### config.mk
export PLATFORM = sky130hd
export DESIGN_NAME = apu
export DESIGN_NICKNAME = d
export VERILOG_FILES = /design/src/design/apu_isa_pkg.sv /design/src/design/apu_io_pkg.sv /design/src/design/apu.sv /design/src/design/apu_alu.sv /design/src/design/apu_code_ram.sv /design/src/design/apu_core.sv /design/src/design/apu_timer.sv
export SDC_FILE = /design/constraint.sdc
export NUM_CORES = 2
export LEC_CHECK = 0
export BUFFER_PORTS_ARGS = -buffer_cell sky130_fd_sc_hd__clkbuf_2
export CAP_MARGIN = 40
export CORE_MARGIN = 2
export CORE_UTILIZATION = 55
export DETAILED_ROUTE_END_ITERATION = 6
export MAX_ROUTING_LAYER = met4
export PLACE_DENSITY = 0.73
export SYNTH_ARGS = -nofsm -noshare
export SYNTH_HDL_FRONTEND = slang
export SYNTH_HIERARCHICAL = 1
export SYNTH_MEMORY_MAX_BITS = 65536
export SYNTH_SLANG_ARGS = --single-unit
### constraint.sdc
create_clock -name clk -period 7.45 [get_ports clk]
set_clock_uncertainty 0.15 [all_clocks]
set_input_delay 2.235 -clock clk [delete_from_list [all_inputs] [get_ports clk]]
set_output_delay 2.235 -clock clk [all_outputs]
set_load 0.005 [all_outputs]
### src/design/apu_isa_pkg.sv
`default_nettype none

package apu_isa_pkg;

	typedef logic [7:0] byte_t;		// register and port data
	typedef logic [15:0] word_t;	// instruction or timer value
	typedef logic [7:0] code_addr_t;	// 256 words of microcode
	typedef logic [3:0] reg_idx_t;	// r0..r15

	// instruction classes, top nibble of the word
	typedef enum logic [3:0] {
		ld_imm	= 4'h0,
		and_imm	= 4'h1,
		or_imm	= 4'h2,
		xor_imm	= 4'h3,
		add_imm	= 4'h4,
		sub_imm	= 4'h5,
		wt_pin	= 4'h8,
		o_pin	= 4'h9,
		io_port	= 4'hb,
		jr		= 4'hd,
		djnz	= 4'he,
		misc	= 4'hf
	} opcode_e;

	// jr conditions, codes 9..14 are not decoded and never jump
	typedef enum logic [3:0] {
		always_c		= 4'h0,
		equal			= 4'h1,	// z
		less			= 4'h2,	// c
		nequal			= 4'h3,	// !z
		greater			= 4'h4,	// !c & !z
		lessequal		= 4'h5,	// c | z
		greaterequal	= 4'h6,	// !c
		negative		= 4'h7,	// n
		positive		= 4'h8,	// !n
		never			= 4'hf
	} cond_e;

	typedef struct packed {
		opcode_e op;
		reg_idx_t dst;		// also jump cond, pin value in bit 3
		byte_t imm;			// imm8, rel8, port or pin number
	} instr_t;

	typedef struct packed {
		logic c;
		logic z;
		logic n;
	} flags_t;

	localparam word_t halt_instr = 16'hffff;		// sets rdy, parks the pc
	localparam word_t halt_hold_instr = 16'hfffe;	// injected while halt is held
	localparam reg_idx_t pc_hi_reg = 4'd15;
	localparam reg_idx_t pc_lo_reg = 4'd14;

endpackage

`default_nettype wire

### src/design/apu_io_pkg.sv
`default_nettype none

package apu_io_pkg;

	typedef logic [20:0] dram_addr_t;	// word address
	typedef logic [4:0] pin_idx_t;
	typedef logic [3:0] port_idx_t;

	// output ports
	localparam port_idx_t port_covox = 4'd0;
	localparam port_idx_t port_border = 4'd1;
	localparam port_idx_t port_timer_lo = 4'd2;
	localparam port_idx_t port_timer_hi = 4'd3;	// write here loads the timer
	localparam port_idx_t port_addr0 = 4'd4;
	localparam port_idx_t port_addr1 = 4'd5;
	localparam port_idx_t port_addr2 = 4'd6;	// only bits 4:0 kept
	localparam port_idx_t port_wdata_lo = 4'd7;
	localparam port_idx_t port_wdata_hi = 4'd8;

	// input ports
	localparam port_idx_t in_dram_lo = 4'd0;
	localparam port_idx_t in_dram_hi = 4'd1;
	localparam port_idx_t in_timer_lo = 4'd2;
	localparam port_idx_t in_timer_hi = 4'd3;
	localparam port_idx_t in_hcnt_lo = 4'd4;
	localparam port_idx_t in_hcnt_hi = 4'd5;
	localparam port_idx_t in_vcnt_lo = 4'd6;
	localparam port_idx_t in_vcnt_hi = 4'd7;

	// input pins
	localparam pin_idx_t pin_timer_end = 5'd0;
	localparam pin_idx_t pin_dram_strobe = 5'd1;
	localparam pin_idx_t pin_hsync = 5'd2;
	localparam pin_idx_t pin_hblank = 5'd3;
	localparam pin_idx_t pin_vsync = 5'd4;
	localparam pin_idx_t pin_vblank = 5'd5;

	// output pins
	localparam pin_idx_t pin_req = 5'd0;
	localparam pin_idx_t pin_bsel0 = 5'd1;
	localparam pin_idx_t pin_bsel1 = 5'd2;
	localparam pin_idx_t pin_rnw = 5'd3;

	typedef struct packed {
		logic [8:0] hcnt;
		logic [8:0] vcnt;
		logic hsync;
		logic vsync;
		logic hblank;
		logic vblank;
	} video_t;

	typedef struct packed {
		dram_addr_t addr;
		apu_isa_pkg::word_t data_w;
		logic req;
		logic rnw;		// 1 for read
		logic [1:0] bsel;	// byte enables
	} dram_req_t;

endpackage

`default_nettype wire

### src/design/apu.sv
`default_nettype none

module apu
	import apu_isa_pkg::*;
	import apu_io_pkg::*;
(
	input wire clk,
	input wire rst_n,
	input wire halt,
	output logic rdy,
	input wire code_wen,
	input wire byte_t code_wdata,
	input wire [8:0] code_waddr,	// byte address into code RAM
	output dram_req_t dram,
	input wire dram_strobe,
	input wire word_t dram_data_r,
	output byte_t covox,
	output logic covox_we,
	output logic [5:0] border,
	output logic border_we,
	input wire video_t video
);

	word_t instr;
	code_addr_t pc_next;		// fetch address
	word_t timer_wdata, timer_count;
	logic timer_we, timer_end;

	apu_code_ram i_code_ram (
		.clk(clk),
		.rst_n(rst_n),
		.wen(code_wen),
		.wdata(code_wdata),
		.waddr(code_waddr),
		.raddr(pc_next),
		.instr(instr)
	);

	apu_core i_core (
		.clk(clk),
		.rst_n(rst_n),
		.halt(halt),
		.instr(instr),
		.timer_count(timer_count),
		.timer_end(timer_end),
		.dram_strobe(dram_strobe),
		.dram_data_r(dram_data_r),
		.video(video),
		.pc_next(pc_next),
		.timer_wdata(timer_wdata),
		.timer_we(timer_we),
		.covox(covox),
		.covox_we(covox_we),
		.border(border),
		.border_we(border_we),
		.dram(dram),
		.rdy(rdy)
	);

	apu_timer i_timer (
		.clk(clk),
		.rst_n(rst_n),
		.wdata(timer_wdata),
		.we(timer_we),
		.count(timer_count),
		.cnt_end(timer_end)
	);

endmodule

`default_nettype wire

### src/design/apu_alu.sv
`default_nettype none

module apu_alu
	import apu_isa_pkg::*;
(
	input wire opcode_e op,
	input wire byte_t a,			// destination register value
	input wire byte_t imm,
	input wire flags_t flags_in,
	output byte_t result,
	output flags_t flags_out,
	output logic wr				// class writes a register
);

	logic [8:0] sum;		// carry or borrow in bit 8

	always_comb
	begin
		sum = {1'b0, a};
		result = a;
		wr = 1'b1;
		flags_out = flags_in;
		case (op)
			ld_imm:
				result = imm;
			and_imm:
				result = a & imm;
			or_imm:
				result = a | imm;
			xor_imm:
				result = a ^ imm;
			add_imm:
			begin
				sum = {1'b0, a} + {1'b0, imm};
				result = sum[7:0];
				flags_out.c = sum[8];		// carry out
			end
			sub_imm:
			begin
				sum = {1'b0, a} - {1'b0, imm};
				result = sum[7:0];
				flags_out.c = sum[8];		// borrow, a < imm
			end
			default:
				wr = 1'b0;			// not an alu class
		endcase

		// z and n follow every register write of the alu
		if (wr)
		begin
			flags_out.z = (result == 8'h00);
			flags_out.n = result[7];
		end
	end

endmodule

`default_nettype wire

### src/design/apu_code_ram.sv
`default_nettype none

module apu_code_ram
	import apu_isa_pkg::*;
(
	input wire clk,
	input wire rst_n,
	input wire wen,				// one byte per strobe
	input wire byte_t wdata,
	input wire [8:0] waddr,		// byte address
	input wire code_addr_t raddr,
	output word_t instr
);

	word_t mem [256];
	byte_t lo_byte;		// even byte waits here for its pair
	logic word_we;

	// the odd byte completes the word
	assign word_we = wen && waddr[0];

	always_ff @(posedge clk)
	begin
		if (wen && !waddr[0])
			lo_byte <= wdata;
	end

	always_ff @(posedge clk)
	begin
		if (word_we)
			mem[waddr[8:1]] <= {wdata, lo_byte};
	end

	// registered read, instr belongs to last cycle's raddr
	always_ff @(posedge clk)
	begin
		if (!rst_n)
			instr <= halt_hold_instr;	// core parks at 0 for one cycle out of reset
		else
			instr <= mem[raddr];
	end

endmodule

`default_nettype wire

### src/design/apu_core.sv
`default_nettype none

module apu_core
	import apu_isa_pkg::*;
	import apu_io_pkg::*;
(
	input wire clk,
	input wire rst_n,
	input wire halt,
	input wire word_t instr,
	input wire word_t timer_count,
	input wire timer_end,
	input wire dram_strobe,
	input wire word_t dram_data_r,
	input wire video_t video,
	output code_addr_t pc_next,
	output word_t timer_wdata,
	output logic timer_we,
	output byte_t covox,
	output logic covox_we,
	output logic [5:0] border,
	output logic border_we,
	output dram_req_t dram,
	output logic rdy
);

	instr_t ir;				// instruction executing now
	opcode_e op;
	byte_t regs [16];		// r14/r15 hold the pc
	flags_t flags;
	word_t pc, pc_nxt;
	reg_idx_t src;			// djnz counter register
	byte_t dst_val, djnz_val, port_in, alu_res;
	flags_t alu_flags;
	logic alu_wr, jcond, pin_val, port_wr, port_rd;
	word_t rel_jr, rel_djnz;
	logic [31:0] pins_in;
	port_idx_t port;
	byte_t timer_lo, addr0, addr1, wdata_lo, wdata_hi;
	logic [4:0] addr2;
	word_t dram_rdata;		// captured on dram_strobe
	logic req, rnw;
	logic [1:0] bsel;

	// halt input parks the core on the hold instruction
	assign ir = halt ? instr_t'(halt_hold_instr) : instr_t'(instr);
	assign op = ir.op;
	assign pc = {regs[pc_hi_reg], regs[pc_lo_reg]};
	assign src = ir.imm[3:0];
	assign port = ir.imm[3:0];
	assign dst_val = regs[ir.dst];
	assign djnz_val = regs[src] - 8'd1;
	assign rel_jr = {{8{ir.imm[7]}}, ir.imm};			// rel8 from imm
	assign rel_djnz = {{8{ir.dst[3]}}, ir.dst, ir.imm[7:4]};	// rel8 from instr[11:4]
	assign port_wr = (op == io_port) && ir.imm[7];		// out (port), dst
	assign port_rd = (op == io_port) && !ir.imm[7];	// in dst, (port)

	apu_alu i_alu (
		.op(op),
		.a(dst_val),
		.imm(ir.imm),
		.flags_in(flags),
		.result(alu_res),
		.flags_out(alu_flags),
		.wr(alu_wr)
	);

	always_comb
	begin
		case (cond_e'(ir.dst))
			always_c:		jcond = 1'b1;
			equal:			jcond = flags.z;
			less:			jcond = flags.c;
			nequal:			jcond = !flags.z;
			greater:		jcond = !flags.c && !flags.z;
			lessequal:		jcond = flags.c || flags.z;
			greaterequal:	jcond = !flags.c;
			negative:		jcond = flags.n;
			positive:		jcond = !flags.n;
			default:		jcond = 1'b0;	// never, plus signed and half carry codes
		endcase
	end

	always_comb
	begin
		pins_in = '0;
		pins_in[pin_timer_end] = timer_end;
		pins_in[pin_dram_strobe] = dram_strobe;
		pins_in[pin_hsync] = video.hsync;
		pins_in[pin_hblank] = video.hblank;
		pins_in[pin_vsync] = video.vsync;
		pins_in[pin_vblank] = video.vblank;
	end

	assign pin_val = pins_in[pin_idx_t'(ir.imm[4:0])];

	always_comb
	begin
		case (port)
			in_dram_lo:		port_in = dram_rdata[7:0];
			in_dram_hi:		port_in = dram_rdata[15:8];
			in_timer_lo:	port_in = timer_count[7:0];
			in_timer_hi:	port_in = timer_count[15:8];
			in_hcnt_lo:		port_in = video.hcnt[7:0];
			in_hcnt_hi:		port_in = {7'd0, video.hcnt[8]};
			in_vcnt_lo:		port_in = video.vcnt[7:0];
			in_vcnt_hi:		port_in = {7'd0, video.vcnt[8]};
			default:		port_in = '0;
		endcase
	end

	always_comb
	begin
		if (halt)
			pc_nxt = '0;		// restart point
		else
			case (op)
				wt_pin:		// stay here until pin == cond bit
					pc_nxt = (pin_val == ir.dst[3]) ? pc + 16'd1 : pc;
				jr:
					pc_nxt = jcond ? pc + rel_jr : pc + 16'd1;
				djnz:
					pc_nxt = (djnz_val != 8'h00) ? pc + rel_djnz : pc + 16'd1;
				misc:		// halt parks the pc, other misc ops fall through
					pc_nxt = ({ir.dst, ir.imm[7:1]} == 11'h7ff) ? pc : pc + 16'd1;
				default:
					pc_nxt = pc + 16'd1;
			endcase
	end

	assign pc_next = pc_nxt[7:0];

	always_ff @(posedge clk)
	begin
		if (!rst_n)
		begin
			for (int i = 0; i < 16; i++)
				regs[i] <= '0;
			flags <= '0;
			covox_we <= 1'b0;
			border_we <= 1'b0;
			timer_we <= 1'b0;
			rdy <= 1'b0;
			req <= 1'b0;
			rnw <= 1'b0;
			bsel <= '0;
		end
		else
		begin
			covox_we <= port_wr && (port == port_covox);
			border_we <= port_wr && (port == port_border);
			timer_we <= port_wr && (port == port_timer_hi);
			rdy <= (ir == halt_instr);
			if (alu_wr)
			begin
				regs[ir.dst] <= alu_res;
				flags <= alu_flags;
			end
			if (port_rd)
				regs[ir.dst] <= port_in;
			if (op == djnz)
				regs[src] <= djnz_val;		// flags untouched
			if (op == o_pin)
				case (pin_idx_t'(ir.imm[4:0]))
					pin_req:	req <= ir.dst[3];
					pin_bsel0:	bsel[0] <= ir.dst[3];
					pin_bsel1:	bsel[1] <= ir.dst[3];
					pin_rnw:	rnw <= ir.dst[3];
					default:	;
				endcase
			regs[pc_hi_reg] <= pc_nxt[15:8];	// pc write wins over r14/r15
			regs[pc_lo_reg] <= pc_nxt[7:0];
		end
	end

	// port payload, qualified by the strobes above
	always_ff @(posedge clk)
	begin
		if (dram_strobe)
			dram_rdata <= dram_data_r;
		if (port_wr)
			case (port)
				port_covox:		covox <= dst_val;
				port_border:	border <= dst_val[5:0];
				port_timer_lo:	timer_lo <= dst_val;
				port_timer_hi:	timer_wdata <= {dst_val, timer_lo};
				port_addr0:		addr0 <= dst_val;
				port_addr1:		addr1 <= dst_val;
				port_addr2:		addr2 <= dst_val[4:0];
				port_wdata_lo:	wdata_lo <= dst_val;
				port_wdata_hi:	wdata_hi <= dst_val;
				default:		;
			endcase
	end

	assign dram.addr = {addr2, addr1, addr0};
	assign dram.data_w = {wdata_hi, wdata_lo};
	assign dram.req = req;
	assign dram.rnw = rnw;
	assign dram.bsel = bsel;

endmodule

`default_nettype wire

### src/design/apu_timer.sv
`default_nettype none

module apu_timer
	import apu_isa_pkg::*;
(
	input wire clk,
	input wire rst_n,
	input wire word_t wdata,
	input wire we,
	output word_t count,
	output logic cnt_end		// high while stopped at zero
);

	always_ff @(posedge clk)
	begin
		if (!rst_n)
			count <= '0;
		else if (we)
			count <= wdata;		// load wins over counting
		else if (count != '0)
			count <= count - 16'd1;
	end

	assign cnt_end = (count == '0);

endmodule

`default_nettype wire

==> impl_metrics.csv <==
group,metric,value,unit
yosys,postSynth.topFlopCell,"sky130_fd_sc_hd__edfxtp_1",
timing,finalSetupViolations,3,
route,dr.first_iter.drc_count,15209,
yosys,synth.yosys.warnings,6,
final_layout,final_net_count,10102,
worst_setup_path,critical_path.startpoint_type,"primary input",
yosys,post-synth-top-area-fraction,74.8,%
final_layout,multiInputGateArea,40600,sq um
worst_setup_path,critPathArrivalTime,8280,ps
status,outcome,"finished, violations left",
floorplan,floorplan.die_area,320000,sq um
route,detailroute.via_count,96524,
yosys,ys_top_cells_by_area,"sky130_fd_sc_hd__edfxtp_1 (75%), sky130_fd_sc_hd__mux4_2 (12%), sky130_fd_sc_hd__mux2i_1 (1.6%), sky130_fd_sc_hd__o22ai_1 (1.1%), sky130_fd_sc_hd__nor2_1 (1.0%)",
clocking,tritoncts,"yes",
route,via_per_inst,6.65,
clocking,clock_tree.root_cell,"sky130_fd_sc_hd__clkbuf_16",
placement,place.port_buffers,117,
yosys,postSynthNetCount,8781,
floorplan,core.rowCount,206,
placement,dpl.cell_count,13683,
timing,relSlewSlack,-10.1,%
global_route,grt_pass1_vias,94424,
final_layout,sequential_cell_area,131000,sq um
clocking,clock_latency,1010,ps
worst_setup_path,setup.worst_path.end_class,"flip-flop",
global_route,global_route_wire_length_before_repair,704000,um
floorplan,chipWidth,565,um
yosys,synth.lib_cells_used.distinct,101,
placement,place_hpwl,319000,um
timing,hold_ws,271,ps
worst_setup_path,critical-path-max-stage-delay,630,ps
yosys,syn_area_per_cell,20.0,sq um
floorplan,coreArea,314000,sq um
clocking,cts_htree_levels,5,
route,detail_route.wl_per_cell,34.2,um
worst_setup_path,worstSetupPathType,"primary input to flip-flop",
status,violations_in_the_final_reports,"slew limit, setup timing",
timing,timing.final.crit_share,101,%
final_layout,post_route_cells_drive_above_1_share,31.1,%
yosys,synth_enable_flop_cells,4315,
timing,post-route-worst-setup-slack,-56.1,ps
floorplan,io_pins,118,
timing,worst-slew-pin-transition,1650,ps
power_and_ir_drop,max-vdd-ir-drop,0.266,mV
route,detail_route.drc_violations,0,
final_layout,layout.cells.non_filler,14518,
yosys,postSynthCellCount,8660,
clocking,clockBufferDepth,4,
floorplan,initial_core_utilization,55.1,%
timing,report.final.hold_viol_count,0,
yosys,fraction_of_synthesis_flops_using_an_asynchronous_set_or_reset_pin,0,%
clocking,clock_transition_time_at_the_flip_flop_clock_pins_of_the_worst_setup_and_hold_paths,60,ps
yosys,synth.most_common_cell,"sky130_fd_sc_hd__edfxtp_1",
power_and_ir_drop,p_leak,65.5,nW
floorplan,die_h,565,um
global_route,grtUsageTotal,32.0,%
route,antenna_nets_post_route,0,
clocking,numCtsBuffers,426,
worst_setup_path,critical_path.max_fanout,18,
clocking,clock_sink_count,4366,
yosys,synth-seq-cells,4366,
power_and_ir_drop,power.total,67.9,mW
flow_run,drv_cap,0,
global_route,antenna_found_initial,26,
hold_path,hold_class,"flip-flop to flip-flop",
yosys,netlist_area,173000,sq um
worst_setup_path,crit_path_frequent_cell,"sky130_fd_sc_hd__buf_4",
route,routed_wirelength,497000,um
power_and_ir_drop,p_per_area,335,nW/um^2
global_route,maximum_number_of_pins_on_one_net_before_global_route_repair,208,
yosys,synth_sequential_area_ratio,75.4,%
yosys,synth_top_cells_by_count,"sky130_fd_sc_hd__edfxtp_1 (4315), sky130_fd_sc_hd__mux4_2 (953), sky130_fd_sc_hd__nor2_1 (465)",
placement,routabilityCongestion,0.949,
timing,fmaxAchievable,133,MHz
final_layout,fillers,20349,
timing,min_clock_period_post_route,7510,ps
worst_setup_path,slowest_stage,"sky130_fd_sc_hd__a211oi_1",
placement,dp_worst_setup_slack,-1690,ps
worst_setup_path,timing.critical_path.required,8220,ps
yosys,synth_top_area_cell,"sky130_fd_sc_hd__edfxtp_1",
route,drt_pass1_iterations,6,
final_layout,layout-area-overhead-vs-synth,17.1,%
timing,final_max_slew_viol_count,99,
global_route,global_route.overflow_total,0,
-- where the power goes --
group / internal, mW / switching [mW] / leakage (nW)
sequential: 27.2 / 0.274 / 39.4
combinational: 8.66 / 10.6 / 19.5
clock: 11.8 / 9.37 / 6.68
total: 47.7 / 20.2 / 65.5
-- cell families after synthesis --
kind of cell | count (synthesis) | synth area share, %
AOI/OAI and AO/OA | 1122 | 4.51
xor gates and xnor gates | 61 | 0.308
adders and majority gates | 61 | 0.458
buffers and inverters | 586 | 1.67
DFF | 4366 | 75.4
muxes | 1312 | 14.5
and+or+nand+nor | 1152 | 3.17
-- area by class of cell --
type | count | area share (%)
timing repair buffer | 1409 | 6.13
multi-input combinational | 3708 | 20.0
clock buffer | 501 | 5.44
antenna | 22 | 0.0271
clock inverter | 282 | 1.32
sequential | 4366 | 64.4
inverter | 70 | 0.134
tap | 4160 | 2.57
-- worst max-delay path: cells and delay by family --
kind / cells / cell delay, ps
multiplexers: 1 / 290
buffers and inverters: 10 / 1650
adder cells (fa/ha/maj): 1 / 160
AND/OR/NAND/NOR: 5 / 1220
AO/OA/AOI/OAI: 11 / 2660
-- flip-flops by register name, summed over array words and instances, names as in the netlist, 2 cells and up --
| name | count |
|---|---|
| i_core/wdata_lo | 8 |
| i_code_ram/mem | 4096 |
| i_core/flags | 3 |
| i_core/bsel | 2 |
| i_core/border | 6 |
| i_core/covox | 8 |
| i_code_ram/instr | 16 |
| i_timer/count | 16 |
| i_core/addr1 | 8 |
| i_code_ram/lo_byte | 8 |
| i_core/addr0 | 8 |
| i_core/dram_rdata | 16 |
| i_core/regs | 128 |
| i_core/timer_lo | 8 |
| i_core/timer_wdata | 16 |
| i_core/addr2 | 5 |
| i_core/wdata_hi | 8 |
-- placed cells by master, fill, tap and decap left out, types with 109 or more instances in the layout --
master,n
sky130_fd_sc_hd__a21oi_1,121
sky130_fd_sc_hd__buf_12,114
sky130_fd_sc_hd__buf_4,1114
sky130_fd_sc_hd__clkbuf_16,433
sky130_fd_sc_hd__clkbuf_2,109
sky130_fd_sc_hd__edfxtp_1,4315
sky130_fd_sc_hd__mux2i_1,282
sky130_fd_sc_hd__mux4_2,953
sky130_fd_sc_hd__nand2_1,205
sky130_fd_sc_hd__nand3_1,133
sky130_fd_sc_hd__nor2_1,440
sky130_fd_sc_hd__o21ai_0,116
sky130_fd_sc_hd__o22ai_1,296
-- per-stage QoR --
stage	TNS (ps)	instance area [sq um]	utilization [%]
global placement	-34560	187000	59.6
floorplan	0	173000	-
CTS	0	202000	64.3
detailed placement	-24520	188000	59.8
finish	-115	203000	64.6
global route	-856	203000	64.6
-- final timing paths --
path | start | to | depth (start not counted) | slack (ps)
worst min-delay path | i_core/timer_lo[6]$_DFFE_PP_ | i_core/timer_wdata[6]$_DFFE_PP_ | 0 | 270
worst min register to register | i_core/timer_lo[6]$_DFFE_PP_ | i_core/timer_wdata[6]$_DFFE_PP_ | 0 | 270
worst max register to register | i_code_ram/instr[1]$_SDFF_PN1_ | i_code_ram/instr[5]$_SDFF_PN1_ | 27 | 280
worst max-delay path | halt | i_code_ram/instr[5]$_SDFF_PN1_ | 28 | -60
-- metal layers --
| layer | GRT usage [%] | wire [um] | vias up | part of all wire, % |
|---|---|---|---|---|
| met1 | 42.2 | 179000 | 50169 | 36 |
| met5 | - | 0 | - | 0 |
| met3 | 5.43 | 52500 | 1056 | 11 |
| met2 | 49.4 | 239000 | 6366 | 48 |
| met4 | 14.7 | 26800 | 0 | 5.4 |
| li1 | - | - | 38933 | - |
-- timing repair --
item / CTS / global route
hold buffers: 0 / 0
setup buffers: 3 / 21
gates resized for setup: 56 / 80
setup endpoints to repair: 16 / 16
pin swaps: 7 / 13
gates cloned: 1 / 4
(Power assumes the default switching activity.)
